File: config.mk
export PLATFORM = sky130hd
export DESIGN_NAME = ram_arbiter
export DESIGN_NICKNAME = d
export VERILOG_FILES = /design/src/hdl/mips_mem_pkg.sv /design/src/hdl/ram_arbiter.sv
export SDC_FILE = /design/constraint.sdc
export NUM_CORES = 1
export LEC_CHECK = 0
export BUFFER_PORTS_ARGS = -buffer_cell sky130_fd_sc_hd__buf_4
export CAP_MARGIN = 25
export CORE_AREA = 3 3 78 80
export DETAILED_ROUTE_END_ITERATION = 6
export DIE_AREA = 0 0 81 83
export SLEW_MARGIN = 40
export SYNTH_ARGS = -nofsm -noshare
export SYNTH_HDL_FRONTEND = slang
export SYNTH_SLANG_ARGS = --single-unit
File: constraint.sdc
create_clock -name clk -period 1.1 [get_ports clk]
set_input_delay 0.165 -clock clk [delete_from_list [all_inputs] [get_ports clk]]
set_output_delay 0.165 -clock clk [all_outputs]
set_load 0.01 [all_outputs]
File: src/hdl/mips_mem_pkg.sv
`default_nettype none

package mips_mem_pkg;

    localparam int DEFAULT_ADDR_W = 8;   // 256 words
    localparam int WORD_ADDR_W    = 30;  // full word space of a 32-bit byte address

    // memory opcodes, bits 31:26 of the instruction
    localparam logic [5:0] OP_LB  = 6'b100000;
    localparam logic [5:0] OP_LH  = 6'b100001;
    localparam logic [5:0] OP_LW  = 6'b100011;
    localparam logic [5:0] OP_LBU = 6'b100100;
    localparam logic [5:0] OP_LHU = 6'b100101;
    localparam logic [5:0] OP_SB  = 6'b101000;
    localparam logic [5:0] OP_SH  = 6'b101001;
    localparam logic [5:0] OP_SW  = 6'b101011;

    // one RAM word, seen whole, as bytes or as halfwords
    typedef union packed {
        logic [31:0]      raw;
        logic [3:0][7:0]  bytes;   // bytes[0] is addr offset 0
        logic [1:0][15:0] halves;  // halves[0] is offset 0
    } mem_word_u;

    // memory-stage access from the pipeline
    typedef struct packed {
        logic        en;
        logic [31:0] instr;
        logic [31:0] addr;   // byte address
        logic [31:0] wdata;
    } data_req_t;

    // result back to the pipeline
    typedef struct packed {
        logic        rvalid;
        logic [31:0] rdata;
        logic        addr_error_lw;
        logic        addr_error_sw;
    } data_rsp_t;

    // one RAM access, only the low ADDR_W bits of word_addr reach the array
    typedef struct packed {
        logic                   en;
        logic [3:0]             byte_wen;  // zero means read
        logic [WORD_ADDR_W-1:0] word_addr;
        logic [31:0]            wdata;
    } ram_req_t;

endpackage

`default_nettype wire

File: src/hdl/ram_arbiter.sv
`timescale 1ns/1ns
`default_nettype none

module ram_arbiter #(
    parameter int ADDR_W = mips_mem_pkg::DEFAULT_ADDR_W
) (
    input  logic                   clk,
    input  logic                   rst,
    input  mips_mem_pkg::ram_req_t dreq,
    input  mips_mem_pkg::ram_req_t freq,
    output mips_mem_pkg::ram_req_t ram_req,
    output logic                   fetch_grant,
    output logic                   fetch_rvalid
);
    import mips_mem_pkg::*;

    localparam logic [WORD_ADDR_W-1:0] ADDR_MASK =
        (WORD_ADDR_W'(1) << ADDR_W) - WORD_ADDR_W'(1);

    ram_req_t sel;
    logic     fetch_rd;

    // data side has fixed priority
    assign fetch_grant = freq.en && !dreq.en;
    assign fetch_rd    = fetch_grant && (freq.byte_wen == 4'b0000);

    always_comb begin
        sel               = dreq.en ? dreq : freq;
        ram_req           = sel;
        ram_req.word_addr = sel.word_addr & ADDR_MASK;  // trim to RAM depth
    end

    // owner of the word coming back next cycle
    always_ff @(posedge clk) begin
        if (rst) begin
            fetch_rvalid <= 1'b0;
        end else begin
            fetch_rvalid <= fetch_rd;
        end
    end

    // a data cycle never hands the returning word to the fetch side
    a_data_blocks_fetch: assert property (@(posedge clk) disable iff (rst)
        dreq.en |-> !fetch_grant ##1 !fetch_rvalid);

endmodule

`default_nettype wire
==> results.md <==
- Postcts setup bufs: 0
- Crit end category: output port
- Post-detailed-route wirelength per cell: around 11 microns
- Post-synth EDFFs: 0
- Achievable Freq: slightly above 900 MHz
- Core area: around 5500 sq um
- Post-DRT Antenna Nets: 0
- Switching Fraction: about a third
- Synth unique cells: 11
- Min cycle time layout: between 1 and 1.5 ns
- Fin. max-slew vios: 0
- Finish-stage setup viols: 0
- Worst-path fanout max: 20
- Ratio of cells with drive above 1 in the final layout: between 80% and 90%
- Sequential fraction of the synthesis area: ~2.2%
- Most common flop cell mapped by yosys: dfxtp_1
- Synth top area share: ~64%
- Psw: ~0.29 mW
- Biggest register: fetch_rvalid
- Number of I/O pins: just over 200
- Die width: between 80 and 90 microns
- Pin count of the biggest net entering global routing: 22
- CP Launch Type: input port
- DRT Pass-1 Iters: 2
- Hpwl dp: 2870 microns
- Post-synth top cells: 39 x mux2_4, 22 x buf_4, 5 x buf_6, 5 x mux2_2
- Layout area overhead: 123%
- Vias in the first global route: ~1000
- Max-cap viol count: 0
- Worst vdd ir: 140 uV
- Critical Path Source: dreq[66]
- Seq pwr share: roughly 4.1%
- P_leak: approximately 1.2 nW
- Synth area leader: mux2_4
- Register bit count reported by yosys: 1
- # diodes: 0
- Most common cell in the netlist: mux2_4
- Hold-fix buffers at CTS: 0
- CP arrival: about 0.91 ns
- Cells after Synth: 78
- Period utilisation layout: a little over nine tenths
- Die Span Y: 83 microns
- Status: finished clean
- Via Count: 1047
- WP data required: 0.94 ns
- Clock-pin slew on the worst setup and hold paths: 0 ns
- Clk network pwr share: 0%
- Fin nets: about 350
- Avg Cell Area, Syn: approximately 12 sq um
- RSZ-0062 raised after global routing: false
- Initial antenna violation count: 0
- Power per cell area: ~450 nW/um^2
- Final hold violations: 0
- Synth Cell Area: 915 sq um
- # DRC: 0
- Crit path kind: in2out
- Largest regs: fetch_rvalid (1)
- Combinational share of power: about 96%
- Largest cells by area after synthesis: mux2_4 64%, buf_4 18%, buf_6 6.2%
- Iteration-0 DRC Markers: 7
- Number of flip-flops in the largest register: 1
- Asr flop ratio synth: 0%
- GR Util All Layers: 7.83%
- P_int: between 0.6 and 0.7 mW
- Total Wirelength: between 3000 and 4000 microns
- Fin Hold WS: around 0.49 ns
- Die area: between 6000 and 7000 sq um
- Synth warn: 0
- Row cnt: 27
- Hold Path Class: in2reg
- Number of vias per cell: roughly 3.7
- First-pass GRT wire length: roughly 4500 microns
- RD Place Congestion: approximately 0.66
- Grt total ovfl: 0
- Setup tns final: 0 ns
- Crit path capture: ram_req[38]
- Initial Util: between 15 and 20%
- PortBufs: approximately 140
==> critical path, stage by stage <==
cell    delay (ns)
buf_6         0.09
buf_12        0.18
mux2_4        0.31
buf_4         0.14
==> worst min path at each step <==
stage,start,to,cells past startpoint
2_1_floorplan,freq[62],fetch_rvalid,2
3_3_place_gp,rst,fetch_rvalid,3
3_5_place_dp,rst,fetch_rvalid,3
4_1_cts,rst,fetch_rvalid,3
5_1_grt,rst,fetch_rvalid,3
6_report,rst,fetch_rvalid,3
==> stage by stage <==
step | area (sq um) | worst slack (ns) | instances | power [mW] | util [%]
2_1_floorplan | 993 | 0.163 | 99 | 0.471 | -
3_3_place_gp | 1950 | -0.0624 | 285 | 0.865 | 35.6
3_5_place_dp | 1950 | -0.0632 | 285 | 0.875 | 35.6
4_1_cts | 1970 | 0.00375 | 285 | 0.889 | 36.0
5_1_grt | 2040 | 0.000276 | 285 | 0.984 | 37.3
6_report | 2040 | 0.0228 | 285 | 0.921 | 37.3
==> area by class of cell <==
class / count / area, sq um
multi-input cells: 71 / 771
repair buffers: 141 / 1160
fillers: 550 / 3430
flip-flops and latches: 1 / 20.0
well taps: 72 / 90.1
==> power groups by stage <==
stage | logic, mW | clock network, mW | registers, mW
after floorplan | 0.434 | 0 | 0.0374
after global placement | 0.828 | 0 | 0.0373
after detailed placement | 0.838 | 0 | 0.0373
after CTS | 0.852 | 0 | 0.0373
after global routing | 0.947 | 0 | 0.0373
final | 0.883 | 0 | 0.0373
==> layout by cell type (no fill, tap or decap), drive strengths merged <==
master  netlist  routed
dfxtp         1       1
and3          1       1
or2           1       1
nor2          1       1
conb          1      22
buf          27     141
nor2b         1       1
nor3          1       1
mux2         44      44
==> routing by layer <==
metal / GRT usage, % / up-vias / wire (microns)
li1: - / 500 / -
met2: 15.8 / 93 / 1670
met4: 0 / 0 / 0
met5: 0 / - / 0
met3: 2.28 / 0 / 600
met1: 8.12 / 454 / 889
==> kinds of logic after synthesis <==
kind of cell / count (synthesis) / share of synthesized area [%]
muxes: 44 / 70.2
buffers and inverters: 27 / 24.2
and+or+nand+nor: 5 / 3.01
DFF: 1 / 2.19
other: 1 / 0.410
==> what timing repair did <==
action                                 CTS  global route
setup endpoints to repair               37            19
endpoints found under the hold margin    0             0
resized for setup                        6            19
Note: power is estimated with default switching activity, not from simulation.
