$ cat config.mk
export PLATFORM = sky130hd
export DESIGN_NAME = mem_control
export DESIGN_NICKNAME = d
export VERILOG_FILES = /design/src/hdl/mips_mem_pkg.sv /design/src/hdl/mem_control.sv
export SDC_FILE = /design/constraint.sdc
export NUM_CORES = 1
export LEC_CHECK = 0
export BUFFER_PORTS_ARGS = -buffer_cell sky130_fd_sc_hd__buf_2
export CORE_AREA = 5 5 88 90
export CTS_CLUSTER_DIAMETER = 120
export DETAILED_ROUTE_END_ITERATION = 12
export DIE_AREA = 0 0 93 95
export MAX_ROUTING_LAYER = met4
export PLACE_DENSITY = 0.78
export SLEW_MARGIN = 20
export SYNTH_ARGS = -nofsm -noshare
export SYNTH_HDL_FRONTEND = slang
export SYNTH_SLANG_ARGS = --single-unit
export TNS_END_PERCENT = 50
$ cat constraint.sdc
create_clock -name clk -period 1.7 [get_ports clk]
set_input_delay 0.085 -clock clk [delete_from_list [all_inputs] [get_ports clk]]
set_output_delay 0.085 -clock clk [all_outputs]
set_load 0.03 [all_outputs]
$ cat src/hdl/mips_mem_pkg.sv
`default_nettype none

package mips_mem_pkg;

    localparam int DEFAULT_ADDR_W = 8;   // 256 words
    localparam int WORD_ADDR_W    = 30;  // full word space of a 32-bit byte address

    // memory opcodes, bits 31:26 of the instruction
    localparam logic [5:0] OP_LB  = 6'b100000;
    localparam logic [5:0] OP_LH  = 6'b100001;
    localparam logic [5:0] OP_LW  = 6'b100011;
    localparam logic [5:0] OP_LBU = 6'b100100;
    localparam logic [5:0] OP_LHU = 6'b100101;
    localparam logic [5:0] OP_SB  = 6'b101000;
    localparam logic [5:0] OP_SH  = 6'b101001;
    localparam logic [5:0] OP_SW  = 6'b101011;

    // one RAM word, seen whole, as bytes or as halfwords
    typedef union packed {
        logic [31:0]      raw;
        logic [3:0][7:0]  bytes;   // bytes[0] is addr offset 0
        logic [1:0][15:0] halves;  // halves[0] is offset 0
    } mem_word_u;

    // memory-stage access from the pipeline
    typedef struct packed {
        logic        en;
        logic [31:0] instr;
        logic [31:0] addr;   // byte address
        logic [31:0] wdata;
    } data_req_t;

    // result back to the pipeline
    typedef struct packed {
        logic        rvalid;
        logic [31:0] rdata;
        logic        addr_error_lw;
        logic        addr_error_sw;
    } data_rsp_t;

    // one RAM access, only the low ADDR_W bits of word_addr reach the array
    typedef struct packed {
        logic                   en;
        logic [3:0]             byte_wen;  // zero means read
        logic [WORD_ADDR_W-1:0] word_addr;
        logic [31:0]            wdata;
    } ram_req_t;

endpackage

`default_nettype wire

$ cat src/hdl/mem_control.sv
`timescale 1ns/1ns
`default_nettype none

module mem_control #(
    parameter int ADDR_W = mips_mem_pkg::DEFAULT_ADDR_W
) (
    input  logic                    clk,
    input  logic                    rst,
    input  mips_mem_pkg::data_req_t req,
    input  mips_mem_pkg::mem_word_u mem_rdata,
    output mips_mem_pkg::data_rsp_t rsp,
    output mips_mem_pkg::ram_req_t  dreq
);
    import mips_mem_pkg::*;

    logic [5:0]  op;
    logic [1:0]  off;
    logic        is_lw, is_lh, is_lhu, is_lb, is_lbu;
    logic        is_sw, is_sh, is_sb;
    logic        is_load, is_store;
    logic        err_lw, err_sw;
    logic        load_ok, store_ok;
    logic [3:0]  be;
    logic [31:0] wdata_rep;

    logic        ld_pend_q;
    logic        ld_word_q, ld_half_q, ld_sign_q;
    logic [1:0]  ld_off_q;
    logic [15:0] half_sel;
    logic [7:0]  byte_sel;
    logic [31:0] fmt_data;

    assign op  = req.instr[31:26];
    assign off = req.addr[1:0];

    assign is_lw  = req.en && (op == OP_LW);
    assign is_lh  = req.en && (op == OP_LH);
    assign is_lhu = req.en && (op == OP_LHU);
    assign is_lb  = req.en && (op == OP_LB);
    assign is_lbu = req.en && (op == OP_LBU);
    assign is_sw  = req.en && (op == OP_SW);
    assign is_sh  = req.en && (op == OP_SH);
    assign is_sb  = req.en && (op == OP_SB);

    assign is_load  = is_lw | is_lh | is_lhu | is_lb | is_lbu;
    assign is_store = is_sw | is_sh | is_sb;

    // word needs offset 0, halfword needs an even offset
    assign err_lw = (is_lw && (off != 2'b00)) || ((is_lh || is_lhu) && off[0]);
    assign err_sw = (is_sw && (off != 2'b00)) || (is_sh && off[0]);

    assign load_ok  = is_load && !err_lw;
    assign store_ok = is_store && !err_sw;

    always_comb begin
        be = 4'b0000;
        if (is_sw) begin
            be = 4'b1111;
        end else if (is_sh) begin
            be = off[1] ? 4'b1100 : 4'b0011;  // upper or lower half
        end else if (is_sb) begin
            be = 4'b0001 << off;
        end
    end

    // same data in every lane, byte_wen picks the lane
    always_comb begin
        if (is_sb) begin
            wdata_rep = {4{req.wdata[7:0]}};
        end else if (is_sh) begin
            wdata_rep = {2{req.wdata[15:0]}};
        end else begin
            wdata_rep = req.wdata;
        end
    end

    always_comb begin
        dreq.en        = load_ok || store_ok;  // bad accesses never reach the RAM
        dreq.byte_wen  = store_ok ? be : 4'b0000;
        dreq.word_addr = WORD_ADDR_W'(req.addr[ADDR_W+1:2]);
        dreq.wdata     = wdata_rep;
    end

    always_ff @(posedge clk) begin
        if (rst) begin
            ld_pend_q <= 1'b0;
        end else begin
            ld_pend_q <= load_ok;
        end
    end

    // load kind waits for the RAM word
    always_ff @(posedge clk) begin
        if (load_ok) begin
            ld_word_q <= is_lw;
            ld_half_q <= is_lh | is_lhu;
            ld_sign_q <= is_lh | is_lb;
            ld_off_q  <= off;
        end
    end

    assign half_sel = mem_rdata.halves[ld_off_q[1]];
    assign byte_sel = mem_rdata.bytes[ld_off_q];

    always_comb begin
        if (ld_word_q) begin
            fmt_data = mem_rdata.raw;
        end else if (ld_half_q) begin
            fmt_data = {{16{ld_sign_q & half_sel[15]}}, half_sel};
        end else begin
            fmt_data = {{24{ld_sign_q & byte_sel[7]}}, byte_sel};
        end
    end

    always_comb begin
        rsp.rvalid        = ld_pend_q;
        rsp.rdata         = fmt_data;
        rsp.addr_error_lw = err_lw;
        rsp.addr_error_sw = err_sw;
    end

    // a flagged access must not write any byte
    a_err_no_write: assert property (@(posedge clk) disable iff (rst)
        (rsp.addr_error_lw || rsp.addr_error_sw) |-> (dreq.byte_wen == 4'b0000));

    a_rvalid_after_load: assert property (@(posedge clk) disable iff (rst)
        rsp.rvalid |-> $past(dreq.en && (dreq.byte_wen == 4'b0000) && load_ok));

endmodule

`default_nettype wire

==> out/metrics.yaml <==
status: "finished, violations left"
violations: "setup timing"
synth.distinct_cells: 42
postCtsHoldBufs: 0
synth_top_family_by_area: "simple AND/OR/NAND/NOR gates"
seq_area_frac_synth_pct: 9.28
synth_flop_cell: "edfxtp_1"
cts_buffers: 3
ir_worst_vdd_uv: 173
ys_seq_elements: 6
nets: 496
antenna_left: 0
grt_pass1_vias: 2264
synth-async-reset-ratio_pct: 0
cap_violations: 0
vias: 2288
die_y_um: 95
area_growth_pct: 54.3
grt_use_total_pct: 15.5
die_w_um: 93
drcViolationCount: 0
yosysTopAreaCell: "buf_4"
max_freq_ghz: 0.522
syn_avg_cell_area_um2: 7.90
synth-xor-area-share_pct: 0.478
post-synth-top-count-cell: "buf_4"
grt_setup_unrepaired: "yes"
clock_sinks: 6
pwr-share-clk_pct: 19.5
synth_cells: 232
worst_hold_slack_ns: 0.0293
cp_cell_sequence: "buf_6 > mux2i_1 > or4_4 > buf_12 > nand3_2 > buf_6"
crit_fanout: 16
synth.area.top_cells: "buf_4 (17%), mux2_2 (9.8%), mux2i_1 (8.7%)"
crit_path_max_incr_delay_ns: 0.48
drt-total-wl_um: 7370
ys_top_cells_by_count: "buf_4 (42), nand2_1 (19), mux2_2 (16), mux2i_1 (16), a221o_1 (15)"
avgViaCountPerCell: 5.12
start_util_pct: 26.3
firstDrtPassIters: 4
boundaryPins: 233
setup_viol: 32
fin_ws_ns: -0.215
hold_viol: 0
p_per_area_nw_per_um2: 402
grt_overflow: 0
crit_required_ns: 1.62
worstSetupPathType: "flop to output port"
cts_tree: "built"
pwr-share-comb_pct: 66.0
cp-end-kind: "output port"
grt_pass1_wl_um: 10800
power_leakage_nw: 1.49
post-route-util_pct: 40.5
place_congestion: 0.901
drt_iter0_drc: 40
synthAdderAreaFrac_pct: 0
min_period_over_period_pct: 113
die_area_um2: 8840
port_buffers: 146
muxShareOfSynthArea_pct: 20.4
power_frac_seq_pct: 14.5
yosys.area.top_type_share_pct: 17.2
cts_root_buf: "clkbuf_8"
preCtsSetupSlack_ns: -0.0855
fillers: 697
synth-edff-count: 5
start_kind: "flop"
cp.arrival_ns: 1.83
cpMostUsedCell: "buf_6"
netSwitchingFraction_pct: 46.0
core-area_um2: 6980
wl_per_cell_um: 16.5
cts_buffer_depth: 2
synth_compound_area_share_pct: 20.5
hold_path_class: "input pin to flop"
yosys.area_share.simple_pct: 25.9
h-tree-depth: 1
crit_slowest_cell: "edfxtp_1"
rows: 31
maxSlewViolCount: 0
antenna_found_initial: 1
fin_crit_ns: 1.91
hpwl_um: 5910
p_sw_mw: 0.523
synth.yosys.warnings: 0
internal_power_mw: 0.614
post_route_cells_drive_above_1_share_pct: 59.6
syn_area_um2: 1830
grt_start_max_net_pins: 34
clk_pin_slew_worst_paths_ns: 0.04
metrics by stage:
step,instances,TNS (ns),area (um2),total power [mW]
after global routing,447,-7.08,2830,1.20
after detailed placement,436,-0.567,2450,0.826
after CTS,447,-5.21,2790,1.13
final,447,-5.01,2830,1.14
after global placement,436,-0.286,2450,0.818
after floorplan,253,0,1920,0.683
state kept, by name (all words and copies together) (netlist names):
signal	cells
ld_off_q	2
ld_half_q	1
ld_sign_q	1
ld_pend_q	1
ld_word_q	1
power groups by stage:
stage | registers [mW] | logic [mW] | clock network [mW]
final | 0.165 | 0.751 | 0.222
after global placement | 0.167 | 0.651 | 0
after floorplan | 0.166 | 0.518 | 0
after global routing | 0.165 | 0.793 | 0.247
after CTS | 0.165 | 0.735 | 0.229
after detailed placement | 0.167 | 0.660 | 0
layout make-up:
type / instances / area (um2) / area share [%]
Antenna cell: 1 / 2.50 / 0.0885
Clock buffer: 4 / 45.0 / 1.59
Inverter: 4 / 18.8 / 0.663
Multi-Input combinational cell: 185 / 1400 / 49.6
Sequential cell: 6 / 170 / 6.02
Tap cell: 82 / 103 / 3.63
Timing Repair Buffer: 165 / 1090 / 38.4
logic make-up (layout without fill, tap and decap cells):
kind of cell    count (synthesis)  in the layout
simple gates                   79             79
buf+inv                        62            173
compound gates                 49             49
mux                            34             34
flops                           6              6
other cells                     1             23
xor+xnor                        1              1
worst max-delay path: cells and delay by family (launching register included):
kind / cells / cell delay, ns
mux: 1 / 0.11
simple gates: 2 / 0.52
buf+inv: 3 / 0.48
flops: 1 / 0.48
path summary, 6_finish.rpt:
check                        startpoint                   end  cells past startpoint
setup / recovery  ld_off_q[1]$_DFFE_PP_               rsp[20]                      6
hold / removal                      rst  ld_pend_q$_SDFF_PP0_                      2
layer usage:
metal | wire length, um | track usage [%] | up-vias
met5 | 0 | - | -
met4 | 265 | 6.47 | 0
met3 | 809 | 4.14 | 22
met1 | 2450 | 14.4 | 1042
met2 | 3850 | 29.9 | 169
li1 | - | - | 1055
repair_timing:
| item | CTS | global route |
|---|---|---|
| pin swaps | 9 | 4 |
| resized for setup | 74 | 10 |
| setup buffers | 7 | 0 |
| setup endpoints to repair | 32 | 32 |
placed cells by master, fill, tap and decap left out, types with 2 or more instances in the layout:
master    count
mux2i_2       2
inv_1         3
nand3_2      16
nor2_2        2
a21oi_1      12
nor2b_1      11
edfxtp_1      5
a221o_1      15
nor3_1        6
nand2b_4      2
conb_1       22
nor2_1       10
a22o_1        7
buf_2       115
buf_6        33
mux2i_1      13
buf_4        16
clkbuf_8      3
nand2_1      19
nor3b_1       2
mux2_2       16
a31oi_1       8
Power figures use the tool's default switching activity.
