$ cat config.mk
export PLATFORM = sky130hd
export DESIGN_NAME = fetch_port
export DESIGN_NICKNAME = d
export VERILOG_FILES = /design/src/hdl/mips_mem_pkg.sv /design/src/hdl/fetch_port.sv
export SDC_FILE = /design/constraint.sdc
export NUM_CORES = 1
export LEC_CHECK = 0
export ABC_AREA = 1
export BUFFER_PORTS_ARGS = -buffer_cell sky130_fd_sc_hd__clkbuf_2
export CORE_UTILIZATION = 41
export CTS_CLUSTER_DIAMETER = 150
export DETAILED_ROUTE_END_ITERATION = 16
export GPL_TIMING_DRIVEN = 0
export PLACE_DENSITY_LB_ADDON = 0.25
export SLEW_MARGIN = 30
export SYNTH_ARGS = -nofsm -noshare
export SYNTH_HDL_FRONTEND = slang
export SYNTH_SLANG_ARGS = --single-unit
$ cat constraint.sdc
create_clock -name clk -period 1.3 [get_ports clk]
set_input_delay 0.065 -clock clk [delete_from_list [all_inputs] [get_ports clk]]
set_output_delay 0.065 -clock clk [all_outputs]
set_load 0.02 [all_outputs]
$ cat src/hdl/mips_mem_pkg.sv
`default_nettype none

package mips_mem_pkg;

    localparam int DEFAULT_ADDR_W = 8;   // 256 words
    localparam int WORD_ADDR_W    = 30;  // full word space of a 32-bit byte address

    // memory opcodes, bits 31:26 of the instruction
    localparam logic [5:0] OP_LB  = 6'b100000;
    localparam logic [5:0] OP_LH  = 6'b100001;
    localparam logic [5:0] OP_LW  = 6'b100011;
    localparam logic [5:0] OP_LBU = 6'b100100;
    localparam logic [5:0] OP_LHU = 6'b100101;
    localparam logic [5:0] OP_SB  = 6'b101000;
    localparam logic [5:0] OP_SH  = 6'b101001;
    localparam logic [5:0] OP_SW  = 6'b101011;

    // one RAM word, seen whole, as bytes or as halfwords
    typedef union packed {
        logic [31:0]      raw;
        logic [3:0][7:0]  bytes;   // bytes[0] is addr offset 0
        logic [1:0][15:0] halves;  // halves[0] is offset 0
    } mem_word_u;

    // memory-stage access from the pipeline
    typedef struct packed {
        logic        en;
        logic [31:0] instr;
        logic [31:0] addr;   // byte address
        logic [31:0] wdata;
    } data_req_t;

    // result back to the pipeline
    typedef struct packed {
        logic        rvalid;
        logic [31:0] rdata;
        logic        addr_error_lw;
        logic        addr_error_sw;
    } data_rsp_t;

    // one RAM access, only the low ADDR_W bits of word_addr reach the array
    typedef struct packed {
        logic                   en;
        logic [3:0]             byte_wen;  // zero means read
        logic [WORD_ADDR_W-1:0] word_addr;
        logic [31:0]            wdata;
    } ram_req_t;

endpackage

`default_nettype wire

$ cat src/hdl/fetch_port.sv
`timescale 1ns/1ns
`default_nettype none

module fetch_port #(
    parameter int ADDR_W = mips_mem_pkg::DEFAULT_ADDR_W
) (
    input  logic                    clk,
    input  logic                    rst,
    input  logic                    fetch_start,
    input  logic [31:0]             fetch_pc,
    input  logic                    fetch_run,
    input  logic                    fetch_grant,
    input  logic                    fetch_rvalid,
    input  mips_mem_pkg::mem_word_u mem_rdata,
    output mips_mem_pkg::ram_req_t  freq,
    output logic                    instr_valid,
    output logic [31:0]             instr,
    output logic [31:0]             instr_pc
);
    import mips_mem_pkg::*;

    logic [31:0] pc_q;
    logic [31:0] flight_pc_q;  // pc of the read in the RAM

    always_ff @(posedge clk) begin
        if (rst) begin
            pc_q <= 32'd0;
        end else if (fetch_start) begin
            pc_q <= {fetch_pc[31:2], 2'b00};
        end else if (fetch_grant) begin
            pc_q <= pc_q + 32'd4;  // holds while data side owns the RAM
        end
    end

    always_ff @(posedge clk) begin
        if (fetch_grant) begin
            flight_pc_q <= pc_q;
        end
    end

    always_comb begin
        freq.en        = fetch_run && !fetch_start;  // no request while pc reloads
        freq.byte_wen  = 4'b0000;
        freq.word_addr = WORD_ADDR_W'(pc_q[ADDR_W+1:2]);
        freq.wdata     = 32'd0;
    end

    assign instr_valid = fetch_rvalid;
    assign instr       = mem_rdata.raw;
    assign instr_pc    = flight_pc_q;

    a_fetch_read_only: assert property (@(posedge clk) disable iff (rst)
        freq.byte_wen == 4'b0000);

    // every returned word was granted one cycle earlier
    a_valid_after_grant: assert property (@(posedge clk) disable iff (rst)
        instr_valid |-> $past(fetch_grant && freq.en));

endmodule

`default_nettype wire

==> metrics, run 1 <==
I/O Buffers ~110; Synth top cells by count buf_4 (102), nand2_1 (91), nand3_1 (35); Yosys cell types 33; Seq/Total Area, Yosys 39.4%; GP Congestion 0.876; H-tree levels 3; largest net degree at the start of global routing 37; CTS tree done; syn avg cell area 8.27 um2; Setup CP Type flip-flop to flip-flop; max cap viols 0; io pins between 200 and 250; required time worst endpoint between 1.5 and 2 ns; Overflow after GRT 0; Die Wd between 90 and 100 um; Peak Freq between 0.7 and 0.8 GHz; top cell type's share of synthesized area 23.6%; EDFF count, synth 30; clk buf depth 2; Clock Sink Count 60; dpl hpwl about 7.6 mm; crit start category flip-flop; post-detailed-route DRC marker count 3; share of cells above drive strength 1 51.1%; Finish-stage setup viols 13; IR drop worst, VDD roughly 0.00037 V; initial DRC count 132; drt total wl between 9 and 10 mm; clock period minus worst slack approximately 1.4 ns; Worst EP arrival around 1.7 ns; multi-input logic area 1800 um2; first-pass GRT wire length about 16 mm; Slew Viols, Final 0; Filler Cell Count roughly 800; Worst Setup End Kind flip-flop; dominant cell by count in the synthesized netlist buf_4; DR pass1 iterations 13; failing checks design-rule violations, negative setup slack; clock skew roughly 0.0073 ns; status complete, but fails checks; hold slack 0.0136 ns; type of the most critical hold path primary input to flip-flop; fin crit share 108%; Core ar. between 8000 and 9000 um2; Worst Max-Slew Pin Slew between 0.6 and 0.7 ns; Post-Synthesis Cells roughly 460; die height between 90 and 100 um; vias in the first global route roughly 3300; final total power between 5 and 6 mW; post-synth top area cell edfxtp_1; row count 34; CTS root buffer clkbuf_8; cells taking the most area after synthesis edfxtp_1 (24%), buf_4 (20%), dfxtp_1 (16%); Fin. Hold Viols 0; routed len/inst between 10 and 15 um; synth warn 0; Cell Area, Synth roughly 3800 um2; worst setup margin -0.100 ns; Post-DRT Antenna Nets 0; Async SR Flop Fraction 0%; initial core utilization roughly 43%; die area approximately 9700 um2; ANT cells 0; Final Util approximately three fifths; critical path fanouts, max 5; number of register bits inferred by synthesis 60; initial antenna violation count 0; GRT Resource Usage Total about a fifth; Clk pin slew, worst setup/hold paths 0.07 ns; Main synth FF type edfxtp_1; post-DR vias/cell about 4.5; Vias 3431; Area Growth Syn to Fin 41.6%; insertion delay of the later-clocked pin in the worst-skew pair around 0.35 ns; Slew headroom between 50 and 60%; nets@finish between 700 and 800; Leak between 2 and 3 nW; power density cells ~950 nW/um2; register area 1590 um2; cts bufs inserted 9; unrepaired setup endpoints after global routing true
## metal layers
layer | up-vias | wire, um | global-route usage (%)
met5 | - | 0 | 0
met4 | 0 | 216 | 7.81
met3 | 18 | 585 | 3.97
met2 | 128 | 5150 | 37.6
met1 | 1539 | 4040 | 23.6
li1 | 1746 | - | -
## final cells by class
cell class | instances | share of cell area (%)
buffer | 111 | 15.1
timing repair buffer | 127 | 13.4
clock inverter | 5 | 1.39
tap | 108 | 2.50
multi-input combinational | 317 | 33.4
sequential | 60 | 29.4
inverter | 32 | 2.22
clock buffer | 11 | 2.62
## worst max-delay path, stage by stage, from the launching register on
cell and delay (ns):
dfxtp_4 0.37, ha_4 0.15, nand2_4 0.06, nor2_8 0.13
buf_4 0.13, nand3_2 0.09, o21bai_1 0.18, nand3_2 0.10
a21oi_2 0.11
## metrics by stage
stage                     std cells  setup TNS (ns)  instance area, um2  worst slack [ns]
after floorplan                 520         -0.0172                4060           -0.0118
after global placement          733          -11.96                4720            -0.557
after detailed placement        733          -13.89                4720            -0.625
after CTS                       761          -0.536                5110           -0.0826
after global routing            771           -2.62                5400            -0.198
final                           771          -0.722                5400            -0.100
## report_power, final
group | total, mW | switching (mW) | internal, mW
registers | 2.22 | 0.118 | 2.10
clock network | 1.84 | 0.716 | 1.12
logic | 1.07 | 0.615 | 0.450
total | 5.12 | 1.45 | 3.67
## registers in the layout, indices dropped and copies added, names as in the netlist
name,count
instr_pc,30
pc_q,30
## path summary, 6_finish.rpt
| path | to | slack (ns) | cells after the start | startpoint |
|---|---|---|---|---|
| worst max-delay path | pc_q[20]$_SDFFE_PP0P_ | -0.10 | 8 | pc_q[3]$_SDFFE_PP0P_ |
| worst min-delay path | pc_q[10]$_SDFFE_PP0P_ | 0.01 | 3 | fetch_pc[10] |
| worst max register to register | pc_q[20]$_SDFFE_PP0P_ | -0.10 | 8 | pc_q[3]$_SDFFE_PP0P_ |
| worst min register to register | instr_pc[21]$_DFFE_PP_ | 0.48 | 0 | pc_q[21]$_SDFFE_PP0P_ |
## cell families (layout without fill, tap and decap cells)
group	after synthesis	in the layout	synth area share (%)
AO/OA/AOI/OAI	57	57	9.32
flip-flops	60	60	39.4
AND/OR/NAND/NOR	192	192	24.8
other	1	60	0.0984
buffers and inverters	143	286	24.5
adder cells (fa/ha/maj)	1	1	0.328
XOR/XNOR	7	7	1.61
## cells in the final DEF (no fill, tap or decap), types with 3 or more instances in the layout
| cell type | synthesis | final |
|---|---|---|
| a31oi_1 | 4 | 4 |
| nand2_4 | 3 | 8 |
| dlygate4sd3_1 | 0 | 5 |
| buf_2 | 3 | 3 |
| dfxtp_4 | 0 | 22 |
| clkbuf_8 | 1 | 11 |
| a21oi_1 | 23 | 18 |
| dfxtp_2 | 0 | 4 |
| nand2_2 | 7 | 14 |
| edfxtp_1 | 30 | 30 |
| buf_6 | 0 | 4 |
| a21oi_2 | 2 | 7 |
| nand3_2 | 2 | 9 |
| xor2_1 | 5 | 5 |
| a22oi_1 | 20 | 20 |
| clkbuf_1 | 4 | 5 |
| clkinv_2 | 0 | 3 |
| clkbuf_2 | 0 | 103 |
| nor2_4 | 9 | 17 |
| inv_1 | 31 | 31 |
| o21ai_0 | 5 | 4 |
| conb_1 | 1 | 60 |
| nand3_1 | 35 | 28 |
| dfxtp_1 | 30 | 4 |
| and2_1 | 4 | 4 |
| nor2_1 | 32 | 18 |
| nand2_1 | 91 | 79 |
| buf_4 | 102 | 116 |
| nor2_2 | 3 | 9 |
## what timing repair did
item                                    in CTS  in global routing
pin swaps                                   11                 24
endpoints found under the setup margin      24                 25
hold buffers                                 5                  0
gates resized for setup                     39                 64
setup buffers                                7                 10
endpoints found under the hold margin        5                  0
Power figures use the tool's default switching activity.
==> run 2, diff against run 1 <==
==> constraint.sdc (replaced) <==
create_clock -name clk -period 1.3 [get_ports clk]
set_input_delay 0.13 -clock clk [delete_from_list [all_inputs] [get_ports clk]]
set_output_delay 0.13 -clock clk [all_outputs]
set_load 0.02 [all_outputs]
==> run 2 against run 1 <==
  * The flow still finishes with violations (design-rule violations, negative setup slack)
  * Routed wire length fell by 0.21%
  * Total power decreased by 0.20%
  * Final area down 0.51%
  * Die area stayed put
  * Non-clock buffer count is 4 lower
  * Final cell count shrank 0.52%
  * Largest cell class unchanged
  * Largest power group unchanged
  * Highest routed layer unchanged
==> metrics, run 2 (same netlist as run 1, synthesis figures left out) <==
final total power 5.11 mW (was 5.12 mW); die height 98.4 um (unchanged); required time worst endpoint 1.57 ns (about the same); Area Growth Syn to Fin 40.9% (was 41.6%); Placed Area 4720 um2 (unchanged); Fin. Hold Viols 0 (unchanged); first-pass GRT wire length 15.4 mm (was 15.5 mm); TNS Setup -0.685 ns (was -0.722 ns); multi-input logic area 1820 um2 (was 1800 um2); hold slack 0.0356 ns (was 0.0136 ns); Vias 3429 (was 3431); max cap viols 0 (unchanged); CTS root buffer clkbuf_8 (unchanged); Clock Sink Count 60 (unchanged); worst setup margin -0.103 ns (was -0.100 ns); Filler Cell Count 801 (was 797); Post-DRT Antenna Nets 0 (unchanged); status complete, but fails checks (unchanged); clk buf depth 2 (unchanged); r2r setup slk -0.10 ns (about the same); Final Util 60.7% (was 61.0%); I/O Buffers 105 (unchanged); clock skew 0.00603 ns (was 0.00728 ns); most frequent cells in the layout buf_4 (118), clkbuf_2 (104), nand2_1 (76) (was buf_4 (116), clkbuf_2 (103), nand2_1 (79)); nets@finish 725 (was 729); fin crit share 108% (about the same); Worst Max-Slew Pin Slew 0.677 ns (was 0.696 ns); most common cell after layout, fill and taps aside buf_4 (unchanged); register area 1590 um2 (unchanged); dpl cells 733 (unchanged); critical path fanouts, max 5 (unchanged); vias in the first global route 3228 (was 3262); Finish-stage setup viols 12 (was 13); hold path cells 3 (unchanged); io pins 202 (unchanged); initial antenna violation count 0 (unchanged); ANT cells 0 (unchanged); share of cells above drive strength 1 52.2% (was 51.1%); final instance area 5370 um2 (was 5400 um2); die area 9690 um2 (unchanged); initial DRC count 116 (was 132); dpl hpwl 7.56 mm (unchanged); crit start category flip-flop (unchanged); GRT Resource Usage Total 20.4% (was 20.5%); Worst EP arrival 1.67 ns (about the same); post-DR vias/cell 4.47 (was 4.45); dpl ws -0.690 ns (was -0.625 ns); IR drop worst, VDD 0.000367 V (was 0.000370 V); Slew headroom 54.9% (was 53.6%); Worst Setup End Kind flip-flop (unchanged); cts bufs inserted 9 (unchanged); H-tree levels 3 (unchanged); largest net degree at the start of global routing 37 (unchanged); drt total wl 9.98 mm (was 10.0 mm); Overflow after GRT 0 (unchanged); CTS tree done (unchanged); failing checks design-rule violations, negative setup slack (unchanged); DR pass1 iterations 13 (unchanged); Setup CP Type flip-flop to flip-flop (unchanged); power density cells 951 nW/um2 (was 948 nW/um2); Worst R2R Path Depth 8 (unchanged); Die Wd 98.4 um (unchanged); post-route non-filler standard cell count 767 (was 771); Peak Freq 0.713 GHz (was 0.714 GHz); Leak 2.65 nW (was 2.64 nW); initial core utilization 43.1% (unchanged); Slew Viols, Final 0 (unchanged); type of the most critical hold path primary input to flip-flop (unchanged); Core ar. 8850 um2 (unchanged); unrepaired setup endpoints after global routing true (unchanged); routed len/inst 13.0 um (about the same); insertion delay of the later-clocked pin in the worst-skew pair 0.35 ns (about the same); clock period minus worst slack 1.40 ns (about the same); post-detailed-route DRC marker count 3 (unchanged); hold_buf cts 0 (was 5); Clk pin slew, worst setup/hold paths 0.07 ns (about the same); GP Congestion 0.876 (unchanged); row count 34 (unchanged)
[run 2: cell count changes in the layout (fill, tap and decap cells not counted), sizes merged]
cell         change
buf              +1
dlygate4sd3      -5
[run 2: routing by layer]
layer	track usage, %	wire (um)
met1	23.5	3930
met2	37.4	5210
met3	3.97	691
met4	7.58	148
met5	0	0
[run 2: cell type report]
| class | count | area share (%) |
|---|---|---|
| inverter | 32 | 2.24 |
| multi-input combinational | 317 | 33.9 |
| buffer | 111 | 15.2 |
| clock inverter | 5 | 1.40 |
| clock buffer | 11 | 2.63 |
| sequential | 60 | 29.6 |
| timing repair buffer | 123 | 12.6 |
| tap | 108 | 2.52 |
[run 2: power by group]
part	switching, mW	internal (mW)	total, mW
Combinational	0.613	0.440	1.05
Sequential	0.122	2.10	2.22
Clock	0.715	1.12	1.84
Total	1.45	3.66	5.11
[run 2: path summary, 6_finish.rpt]
check,to,start
worst min-delay path,pc_q[8]$_SDFFE_PP0P_,fetch_pc[8]
worst max register to register,pc_q[20]$_SDFFE_PP0P_,pc_q[3]$_SDFFE_PP0P_
worst min register to register,instr_pc[21]$_DFFE_PP_,pc_q[21]$_SDFFE_PP0P_
worst max-delay path,pc_q[20]$_SDFFE_PP0P_,pc_q[3]$_SDFFE_PP0P_
[run 2: worst max-delay path: stages (launching register included)]
cell	delay (ns)
dfxtp_4	0.37
ha_4	0.15
nand2_4	0.06
nor2_8	0.13
buf_4	0.13
nand3_2	0.09
o21bai_1	0.18
nand3_2	0.10
a21oi_2	0.11
[run 2: repair_timing]
item	CTS	global route
pin swaps	12	24
setup buffers	6	12
resized for setup	39	69
setup endpoints to repair	26	25
